**src/rtl/ahb_mem_pkg.sv**
```systemverilog
package ahb_mem_pkg;

  //////////////////////////////////////////////////
  // bus widths
  //////////////////////////////////////////////////

  localparam int DATA_W = 32;
  localparam int ADDR_W = 32;

  //////////////////////////////////////////////////
  // AHB encodings
  //////////////////////////////////////////////////

  typedef enum logic [1:0] {
    HTRANS_IDLE   = 2'b00,
    HTRANS_BUSY   = 2'b01,
    HTRANS_NONSEQ = 2'b10,
    HTRANS_SEQ    = 2'b11
  } htrans_t;

  typedef enum logic [2:0] {
    BURST_SINGLE = 3'b000,
    BURST_INCR   = 3'b001,
    BURST_WRAP4  = 3'b010,
    BURST_INCR4  = 3'b011,
    BURST_WRAP8  = 3'b100,
    BURST_INCR8  = 3'b101,
    BURST_WRAP16 = 3'b110,
    BURST_INCR16 = 3'b111
  } hburst_t;

  //////////////////////////////////////////////////
  // slave data phase
  //////////////////////////////////////////////////

  // PH_READ_WAIT is the one wait cycle of every read
  typedef enum logic [1:0] {
    PH_IDLE      = 2'b00,
    PH_WRITE     = 2'b01,
    PH_READ_WAIT = 2'b10
  } xfer_phase_t;

endpackage

```
**src/rtl/ahb_burst_addr.sv**
```systemverilog
`timescale 1ns/1ps

module ahb_burst_addr #(
  parameter int MEM_DEPTH = 32
) (
  input  logic                               hclk,
  input  logic                               hresetn,
  input  logic                               beat_start,
  input  logic                               beat_next,
  input  logic [ahb_mem_pkg::ADDR_W-1:0]     haddr,
  input  ahb_mem_pkg::hburst_t               hburst,
  output logic [$clog2(MEM_DEPTH)-1:0]       word_idx
);

  localparam int IDX_W = $clog2(MEM_DEPTH);

  ahb_mem_pkg::hburst_t burst_q;
  logic [IDX_W-1:0]     wrap_mask;
  logic [IDX_W-1:0]     idx_inc;
  logic [IDX_W-1:0]     idx_step;

  //////////////////////////////////////////////////
  // wrap boundary from the burst type
  //////////////////////////////////////////////////

  // beats of a wrapping burst, zero when it does not wrap
  function automatic int wrap_beats(ahb_mem_pkg::hburst_t burst);
    int beats;
    case (burst)
      ahb_mem_pkg::BURST_WRAP4:  beats = 4;
      ahb_mem_pkg::BURST_WRAP8:  beats = 8;
      ahb_mem_pkg::BURST_WRAP16: beats = 16;
      default:                   beats = 0;
    endcase
    return beats;
  endfunction

  always_comb
  begin
    if (wrap_beats(burst_q) == 0)
    begin
      // incrementing bursts roll over at the top of memory
      wrap_mask = '1;
    end
    else
    begin
      wrap_mask = IDX_W'(wrap_beats(burst_q) - 1);
    end
  end

  //////////////////////////////////////////////////
  // next beat index
  //////////////////////////////////////////////////

  assign idx_inc = word_idx + IDX_W'(1);

  // bits above the wrap boundary stay put
  assign idx_step = (word_idx & ~wrap_mask) | (idx_inc & wrap_mask);

  always_ff @(posedge hclk)
  begin
    if (!hresetn)
    begin
      word_idx <= '0;
      burst_q  <= ahb_mem_pkg::BURST_SINGLE;
    end
    else if (beat_start)
    begin
      // byte address to word index, upper bits alias
      word_idx <= haddr[IDX_W+1:2];
      burst_q  <= hburst;
    end
    else if (beat_next)
    begin
      word_idx <= idx_step;
    end
  end

endmodule

```
**src/rtl/ahb_mem_slave.sv**
```systemverilog
`timescale 1ns/1ps

module ahb_mem_slave #(
  parameter int MEM_DEPTH = 32
) (
  input  logic                           hclk,
  input  logic                           hresetn,
  input  logic                           hsel,
  input  logic [ahb_mem_pkg::ADDR_W-1:0] haddr,
  input  logic                           hwrite,
  input  ahb_mem_pkg::htrans_t           htrans,
  input  ahb_mem_pkg::hburst_t           hburst,
  input  logic [ahb_mem_pkg::DATA_W-1:0] hwdata,
  input  logic                           hready,
  output logic                           hreadyout,
  output logic [ahb_mem_pkg::DATA_W-1:0] hrdata
);

  localparam int IDX_W = $clog2(MEM_DEPTH);

  logic             beat_start;
  logic             beat_next;
  logic             wr_en;
  logic             rd_en;
  logic [IDX_W-1:0] word_idx;

  //////////////////////////////////////////////////
  // transfer control
  //////////////////////////////////////////////////

  ahb_xfer_ctrl i_ahb_xfer_ctrl (
    .hclk       (hclk),
    .hresetn    (hresetn),
    .hsel       (hsel),
    .hwrite     (hwrite),
    .hready     (hready),
    .htrans     (htrans),
    .hreadyout  (hreadyout),
    .beat_start (beat_start),
    .beat_next  (beat_next),
    .wr_en      (wr_en),
    .rd_en      (rd_en)
  );

  //////////////////////////////////////////////////
  // burst address and storage
  //////////////////////////////////////////////////

  ahb_burst_addr #(
    .MEM_DEPTH (MEM_DEPTH)
  ) i_ahb_burst_addr (
    .hclk       (hclk),
    .hresetn    (hresetn),
    .beat_start (beat_start),
    .beat_next  (beat_next),
    .haddr      (haddr),
    .hburst     (hburst),
    .word_idx   (word_idx)
  );

  // index is stable for the whole data phase
  ahb_sram #(
    .MEM_DEPTH (MEM_DEPTH)
  ) i_ahb_sram (
    .hclk     (hclk),
    .hresetn  (hresetn),
    .wr_en    (wr_en),
    .rd_en    (rd_en),
    .word_idx (word_idx),
    .hwdata   (hwdata),
    .hrdata   (hrdata)
  );

endmodule

```
**src/rtl/ahb_sram.sv**
```systemverilog
`timescale 1ns/1ps

module ahb_sram #(
  parameter int MEM_DEPTH = 32
) (
  input  logic                           hclk,
  input  logic                           hresetn,
  input  logic                           wr_en,
  input  logic                           rd_en,
  input  logic [$clog2(MEM_DEPTH)-1:0]   word_idx,
  input  logic [ahb_mem_pkg::DATA_W-1:0] hwdata,
  output logic [ahb_mem_pkg::DATA_W-1:0] hrdata
);

  logic [ahb_mem_pkg::DATA_W-1:0] mem [MEM_DEPTH];

  //////////////////////////////////////////////////
  // write port
  //////////////////////////////////////////////////

  // hwdata is valid at the end of the write data phase
  always_ff @(posedge hclk)
  begin
    if (wr_en)
    begin
      mem[word_idx] <= hwdata;
    end
  end

  //////////////////////////////////////////////////
  // registered read
  //////////////////////////////////////////////////

  // holds between reads
  always_ff @(posedge hclk)
  begin
    if (!hresetn)
    begin
      hrdata <= '0;
    end
    else if (rd_en)
    begin
      hrdata <= mem[word_idx];
    end
  end

endmodule

```
**src/rtl/ahb_xfer_ctrl.sv**
```systemverilog
`timescale 1ns/1ps

module ahb_xfer_ctrl (
  input  logic                 hclk,
  input  logic                 hresetn,
  input  logic                 hsel,
  input  logic                 hwrite,
  input  logic                 hready,
  input  ahb_mem_pkg::htrans_t htrans,
  output logic                 hreadyout,
  output logic                 beat_start,
  output logic                 beat_next,
  output logic                 wr_en,
  output logic                 rd_en
);

  logic                     accept;
  logic                     is_nonseq;
  logic                     is_seq;
  ahb_mem_pkg::xfer_phase_t phase;
  ahb_mem_pkg::xfer_phase_t phase_nxt;

  //////////////////////////////////////////////////
  // address phase acceptance
  //////////////////////////////////////////////////

  assign is_nonseq = (htrans == ahb_mem_pkg::HTRANS_NONSEQ);
  assign is_seq    = (htrans == ahb_mem_pkg::HTRANS_SEQ);

  // BUSY and IDLE never get through
  assign accept = hsel && hready && (is_nonseq || is_seq);

  assign beat_start = accept && is_nonseq;
  assign beat_next  = accept && is_seq;

  //////////////////////////////////////////////////
  // data phase FSM
  //////////////////////////////////////////////////

  always_comb
  begin
    phase_nxt = ahb_mem_pkg::PH_IDLE;
    case (phase)
      ahb_mem_pkg::PH_READ_WAIT:
      begin
        // data goes out next cycle, bus sees hready low now
        phase_nxt = ahb_mem_pkg::PH_IDLE;
      end
      default:
      begin
        if (accept)
        begin
          if (hwrite)
          begin
            phase_nxt = ahb_mem_pkg::PH_WRITE;
          end
          else
          begin
            phase_nxt = ahb_mem_pkg::PH_READ_WAIT;
          end
        end
      end
    endcase
  end

  always_ff @(posedge hclk)
  begin
    if (!hresetn)
    begin
      phase     <= ahb_mem_pkg::PH_IDLE;
      hreadyout <= 1'b1;
    end
    else
    begin
      phase     <= phase_nxt;
      // low only for the wait cycle of a read
      hreadyout <= (phase_nxt != ahb_mem_pkg::PH_READ_WAIT);
    end
  end

  //////////////////////////////////////////////////
  // memory strobes
  //////////////////////////////////////////////////

  assign wr_en = (phase == ahb_mem_pkg::PH_WRITE);
  assign rd_en = (phase == ahb_mem_pkg::PH_READ_WAIT);

endmodule

```
**config.mk**
```make
export PLATFORM = sky130hd
export DESIGN_NAME = ahb_mem_slave
export DESIGN_NICKNAME = d
export VERILOG_FILES = /design/src/rtl/ahb_mem_pkg.sv /design/src/rtl/ahb_burst_addr.sv /design/src/rtl/ahb_mem_slave.sv /design/src/rtl/ahb_sram.sv /design/src/rtl/ahb_xfer_ctrl.sv
export SDC_FILE = /design/constraint.sdc
export NUM_CORES = 1
export LEC_CHECK = 0
export BUFFER_PORTS_ARGS = -buffer_cell sky130_fd_sc_hd__buf_2
export CAP_MARGIN = 15
export CORE_ASPECT_RATIO = 1.1
export CORE_MARGIN = 10
export CORE_UTILIZATION = 48
export CTS_CLUSTER_SIZE = 30
export DETAILED_ROUTE_END_ITERATION = 12
export GPL_ROUTABILITY_DRIVEN = 0
export PLACE_DENSITY = 0.68
export SYNTH_ARGS = -nofsm -noshare
export SYNTH_HDL_FRONTEND = slang
export SYNTH_SLANG_ARGS = --single-unit
export TNS_END_PERCENT = 20
```
**constraint.sdc**
```tcl
create_clock -name hclk -period 9.1 [get_ports hclk]
set_clock_uncertainty 0.15 [all_clocks]
set_input_delay 1.365 -clock hclk [delete_from_list [all_inputs] [get_ports hclk]]
set_output_delay 1.365 -clock hclk [all_outputs]
set_load 0.01 [all_outputs]
```
Yosys cells after proc, flatten, opt, wreduce, memory -nomap -nowiden
Memory sizes are Yosys's and may differ from the RTL's. A register that Yosys moved wholly into a read port is not among the register bits. Cells that the tools add are included. W data, S select, Z words.

Bits in writable memories: 1024. Memories kept: 1. Output and inout bits: 33. Logic and storage cells: 37. Bits in registers: 11. Input port bits: 74.

Add/sub/neg operators: 2. Equality and inequality tests: 8. Bitwise gates (word level): 4. Multiplexer cells: 10. Reduce and logical (&&, ||, !) cells: 8.

Memory list: i_ahb_sram.mem (depth 32, width 32, read ports 1, clocked after memory_dff 1, wr ports 1, RTL line ahb_sram.sv:15) `logic [ahb_mem_pkg::DATA_W-1:0] mem [MEM_DEPTH];`.

Operators by type and width (count): $logic_not A32 Y1 (1); $mux W5 (4); $pmux W5 S3 (1); $and A5 B5 Y5 (2); $eq A2 B2 Y1 const B (3); $eq A3 B3 Y1 const B (2); $mux W2 (3); $add A5 B1 Y5 const B (1); $not A5 Y5 (1); $or A5 B5 Y5 (1); $sub A5 B2 Y5 const B (1); $logic_and A1 B1 Y1 (4); $eq A3 B2 Y1 const B (1); $eq A2 B1 Y1 const B (1); $mux W1 (2); $ne A2 B2 Y1 const B (1); $reduce_bool A2 Y1 (1); $logic_not A1 Y1 (1); $logic_or A1 B1 Y1 (1).

Logic depth before layout (Yosys ltp)
Depth in word-level cells: 11. Gate-level depth with buffers: 9. Gate-level depth less buffers: 8.

Cells and area by module
Synthesis repeated with hierarchy kept, for this count alone.

Cell total of the unflattened synthesis: 2093. Area, all modules: 40551.4 µm².

Modules (own cells, without submodules): ahb_sram (times used 1, seq. area each 31390.1 µm², cells each 2032, area each 39995.9 µm²); ahb_burst_addr (times used 1, seq. area each 160.2 µm², cells each 48, area each 429.2 µm²); ahb_xfer_ctrl (times used 1, seq. area each 60.1 µm², cells each 13, area each 126.4 µm²).

Worst setup path after synthesis
No wires, ideal clock.

Path kind: reg-to-reg. Start: reg i_ahb_burst_addr.word_idx[0]. End: mem i_ahb_sram.mem[22][0] in the netlist's numbering (enable). Arrival time: 2.775 ns. Required time: 8.529 ns. Setup time: 0.421 ns. Cell stages (with the launch flop): 9. Path slack: 5.754 ns. Cells stage by stage: dfxtp_1 buf_6 buf_4 buf_4 buf_4 inv_1 ha_1 nand2_1 nor2_1.

RTL lines: start: declaration (RTL line ahb_burst_addr.sv:12) `output logic [$clog2(MEM_DEPTH)-1:0] word_idx`; start signal: assignment (RTL line ahb_burst_addr.sv:70) `word_idx <= haddr[IDX_W+1:2];`; start signal: assignment (RTL line ahb_burst_addr.sv:75) `word_idx <= idx_step;`; end: declaration (RTL line ahb_sram.sv:15).

No word-level cell before the write port.

Worst setup path after layout
Start: reg i_ahb_burst_addr.word_idx[0]. End: mem i_ahb_sram.mem[15][27] in the netlist's numbering (enable).

No word-level cell before the write port.

==> out/results.tsv <==
stage	metric	value	unit
clock_tree	depth of the CTS H-tree	3	
hold_path	worst hold path class	reg -> reg	
clock_tree	register clock-pin slew on the reported worst setup and hold paths	70	ps
placement	post-DP HPWL	47300	µm
grt	global-route wire length before repair	139000	µm
clock_tree	Clock Path Buffers	3	
synth	Mapped Cells	1839	
drt	Iter 0 DRT Violations	2686	
clock_tree	Num CTS Buffers	97	
synth	post-synth cell types	55	
timing	Max Slew Vio Count	0	
clock_tree	number of sinks on the clock net	1067	
timing	number of hold violations in the final report	0	
worst_setup_path	ordered cell list for the critical path	buf_12 -> ha_1 -> nand2_1 -> nor2_4 -> buf_4	
worst_setup_path	critical path capture point type	register	
drt	drt via density	6.23	
timing	final period demand of the worst path	3980	ps
drt	wl on met1	35200	µm
worst_setup_path	critical path class	reg -> reg	
floorplan	total core area	0.0832	mm²
clock_tree	post_cts resized	0	
drt	routed length on met3	7780	µm
synth	total standard cell area after synthesis	0.0402	mm²
drt	WL/cell	30.7	µm
worst_setup_path	slowest stage cell, crit path	sky130_fd_sc_hd__dfxtp_4	
grt	number of antenna violations at the first check in global routing	5	
floorplan	width of the chip	296	µm
outcome	run status	complete, no violations	
job	number of max-cap violations	0	
clock_tree	clock latency on the worst-skew pair	680	ps
worst_setup_path	timing startpoint of the critical path	i_ahb_burst_addr.word_idx[0]	
placement	placed instance area	0.0421	mm²
floorplan	floorplan die area	0.0958	mm²
worst_setup_path	kind of start point of the critical path	register	
timing	Hold WS	375	ps
worst_setup_path	required time of the critical path	9230	ps
timing	worst slew margin relative to its limit	33.6	%
placement	number of placed instances with taps included	2937	
layout	post-route cell area	0.0451	mm²
floorplan	cell row count	111	
synth	sequential-to-total area share from yosys stat	78.6	%
hold_path	Hold Path Origin	i_ahb_burst_addr.burst_q[0]	
timing	final setup violation count	0	
power	power density normalized to cell area	212	mW/mm²
timing	fin crit share	43.7	%
timing	max frequency	0.252	GHz
grt	number of global-route vias before repair	20100	
drt	detailed-routing iteration count for the pre-antenna-repair pass	5	
drt	count of unresolved DRC violations after routing	0	
layout	area delta synth->final	12.2	%
power	peak ir drop on the vdd network	0.144	mV
grt	total global-route track usage	20.2	%
clock_tree	CTS Root Cell	sky130_fd_sc_hd__clkbuf_16	
drt	wirelength, routed	95700	µm
synth	most common flop cell mapped by yosys	sky130_fd_sc_hd__edfxtp_1	
layout	fraction of final layout cells with drive strength greater than 1	26.4	%
floorplan	vertical die dimension	324	µm
placement	buffers added on ports	79	
layout	final net count	2042	
floorplan	number of ports placed on the die boundary	107	
clock_tree	CTS tree	built	
drt	via count	19400	
grt	residual overflow from global routing	0	
timing	worst slew pin tran	996	ps
worst_setup_path	number of buffers and inverters on the critical path	2	
clock_tree	cts hold-fix bufs	0	
drt	amount of wire on met2 after detailed routing	50100	µm
timing	RSZ-0062 raised after global routing	false	
floorplan	initial core utilization	48.4	%
worst_setup_path	stage delay of the slowest cell on the critical path	820	ps
clock_tree	buffer count from post-CTS setup fixing	0	
grt	pin count of the biggest net entering global routing	95	
synth	Syn. warnings	0	
synth	ys async rst share	0	%
worst_setup_path	Critical R2R Launch	i_ahb_burst_addr.word_idx[0]	
worst_setup_path	arrival time of the worst setup path	4110	ps
synth	mean post-synth cell area	21.9	µm²
drt	Max Used Layer	met4	
layout	Non-Filler Instances	3121	
timing	TNS Setup	0	ps
synth	synthesized flop and latch total	1067	
synth	net count of the mapped netlist	1918	
layout	final core utilization	54.3	%
power	Pleak	13.6	nW
worst_setup_path	Max FO, Critical Path	94	
worst_setup_path	gate family responsible for the most delay along the worst path	buffers and inverters	
drt	number of nets with antenna violations after detailed routing	0	
synth	number of flops mapped to enable cells by yosys	1024	
[logic make-up after synthesis]
| logic type | count (synthesis) | share of synthesized area (%) |
|---|---|---|
| and+or+nand+nor | 113 | 1.36 |
| xor gates and xnor gates | 1 | 0.0218 |
| DFF | 1067 | 78.6 |
| AOI/OAI and AO/OA | 253 | 4.54 |
| buffers and inverters | 115 | 1.45 |
| muxes | 285 | 13.9 |
| adders and majority gates | 5 | 0.155 |
[layer usage]
| metal | track usage [%] | vias up |
|---|---|---|
| li1 | - | 8065 |
| met1 | 25.3 | 10300 |
| met2 | 35.0 | 882 |
| met3 | 3.90 | 155 |
| met4 | 6.68 | 0 |
| met5 | 0 | - |
[metrics by stage]
| stage | total power [mW] | setup WS [ps] |
|---|---|---|
| after detailed placement | 5.80 | 4990 |
| after CTS | 9.62 | 4970 |
| after global routing | 9.84 | 4790 |
| after floorplan | 5.68 | 5750 |
| after global placement | 5.79 | 4970 |
| final | 9.56 | 5120 |
[layout make-up]
type	instances	area (µm²)
clock buffer	117	2550
sequential	1067	31600
clock inverter	64	445
inverter	7	26.3
antenna	3	7.51
multi-input combinational	657	8330
tap	1073	1340
fill	6127	38100
timing repair buffer	133	813
[placed cells by master (no fill, tap or decap), types with 4 or more instances in the layout]
cell                        netlist  layout
sky130_fd_sc_hd__inv_1            6       6
sky130_fd_sc_hd__bufinv_16        0       4
sky130_fd_sc_hd__buf_4           21      53
sky130_fd_sc_hd__and3_1           5       4
sky130_fd_sc_hd__nor2_1          42      10
sky130_fd_sc_hd__mux4_2         219     219
sky130_fd_sc_hd__o21ai_0         39      39
sky130_fd_sc_hd__clkinv_1         0      28
sky130_fd_sc_hd__nand2b_1         5       5
sky130_fd_sc_hd__buf_2           35      79
sky130_fd_sc_hd__inv_6            0       5
sky130_fd_sc_hd__a22oi_1         59      59
sky130_fd_sc_hd__clkbuf_16        0      98
sky130_fd_sc_hd__nor2b_1         10       9
sky130_fd_sc_hd__clkinv_2         0      20
sky130_fd_sc_hd__a21oi_1         13      13
sky130_fd_sc_hd__nand2_1         23      23
sky130_fd_sc_hd__mux2i_1         63      63
sky130_fd_sc_hd__a22o_1          30      30
sky130_fd_sc_hd__clkbuf_1        47      16
sky130_fd_sc_hd__dfxtp_1         43      41
sky130_fd_sc_hd__nor2_4           0      32
sky130_fd_sc_hd__nand3_1         11      11
sky130_fd_sc_hd__a211oi_1        29      29
sky130_fd_sc_hd__edfxtp_1      1024    1024
sky130_fd_sc_hd__ha_1             5       5
sky130_fd_sc_hd__a31oi_1         35      35
sky130_fd_sc_hd__o221ai_1        27      27
[registers in the layout, summed over array words and instances (netlist names), named ones only]
signal                     count
i_ahb_xfer_ctrl.hreadyout      1
i_ahb_sram.mem              1024
i_ahb_burst_addr.word_idx      2
i_ahb_sram.hrdata             32
i_ahb_xfer_ctrl.phase          2
i_ahb_burst_addr.burst_q       3
[tightest hold or removal path: cells and delay by family (launching register included)]
kind / cells / cell delay (ps)
compound gates: 2 / 150
flops: 1 / 330
[final timing paths]
kind / endpoint / slack [ps] / cells past startpoint
worst max-delay path: i_ahb_sram.mem[15][27] / 5120 / 5
worst min-delay path: i_ahb_burst_addr.burst_q[0] / 380 / 2
worst max register to register: i_ahb_sram.mem[15][27] / 5120 / 5
worst min register to register: i_ahb_burst_addr.burst_q[0] / 380 / 2
[where the power goes]
part	internal [mW]	switching, mW	leakage, nW
clock network	2.12	1.75	1.47
logic	0.115	0.184	2.61
registers	5.38	0.0118	9.55
total	7.62	1.95	13.6
[cells in the mapped netlist, types with 2 or more instances]
cell type | count | share of area (%)
sky130_fd_sc_hd__buf_4 | 21 | 0.39
sky130_fd_sc_hd__nand4b_1 | 2 | 0.044
sky130_fd_sc_hd__nand2_1 | 23 | 0.21
sky130_fd_sc_hd__ha_1 | 5 | 0.16
sky130_fd_sc_hd__a21boi_0 | 3 | 0.056
sky130_fd_sc_hd__a211oi_1 | 29 | 0.54
sky130_fd_sc_hd__mux2_2 | 3 | 0.084
sky130_fd_sc_hd__nor3_1 | 3 | 0.037
sky130_fd_sc_hd__a2111oi_0 | 3 | 0.065
sky130_fd_sc_hd__o21ai_0 | 39 | 0.49
sky130_fd_sc_hd__buf_6 | 4 | 0.11
sky130_fd_sc_hd__edfxtp_1 | 1024 | 76
sky130_fd_sc_hd__a22oi_1 | 59 | 1.1
sky130_fd_sc_hd__nand3_1 | 11 | 0.14
sky130_fd_sc_hd__mux4_2 | 219 | 12
sky130_fd_sc_hd__inv_1 | 6 | 0.056
sky130_fd_sc_hd__nand2b_1 | 5 | 0.078
sky130_fd_sc_hd__buf_2 | 35 | 0.44
sky130_fd_sc_hd__nor2b_1 | 10 | 0.16
sky130_fd_sc_hd__o221ai_1 | 27 | 0.59
sky130_fd_sc_hd__nor2_1 | 42 | 0.39
sky130_fd_sc_hd__and3_1 | 5 | 0.078
sky130_fd_sc_hd__o22ai_1 | 2 | 0.031
sky130_fd_sc_hd__a21oi_1 | 13 | 0.16
sky130_fd_sc_hd__a31oi_1 | 35 | 0.54
sky130_fd_sc_hd__a22o_1 | 30 | 0.65
sky130_fd_sc_hd__nor3b_1 | 2 | 0.037
sky130_fd_sc_hd__mux2i_1 | 63 | 1.6
sky130_fd_sc_hd__and2_1 | 2 | 0.031
sky130_fd_sc_hd__clkbuf_1 | 47 | 0.44
sky130_fd_sc_hd__dfxtp_1 | 43 | 2.1
Power figures use the tool's default switching activity.
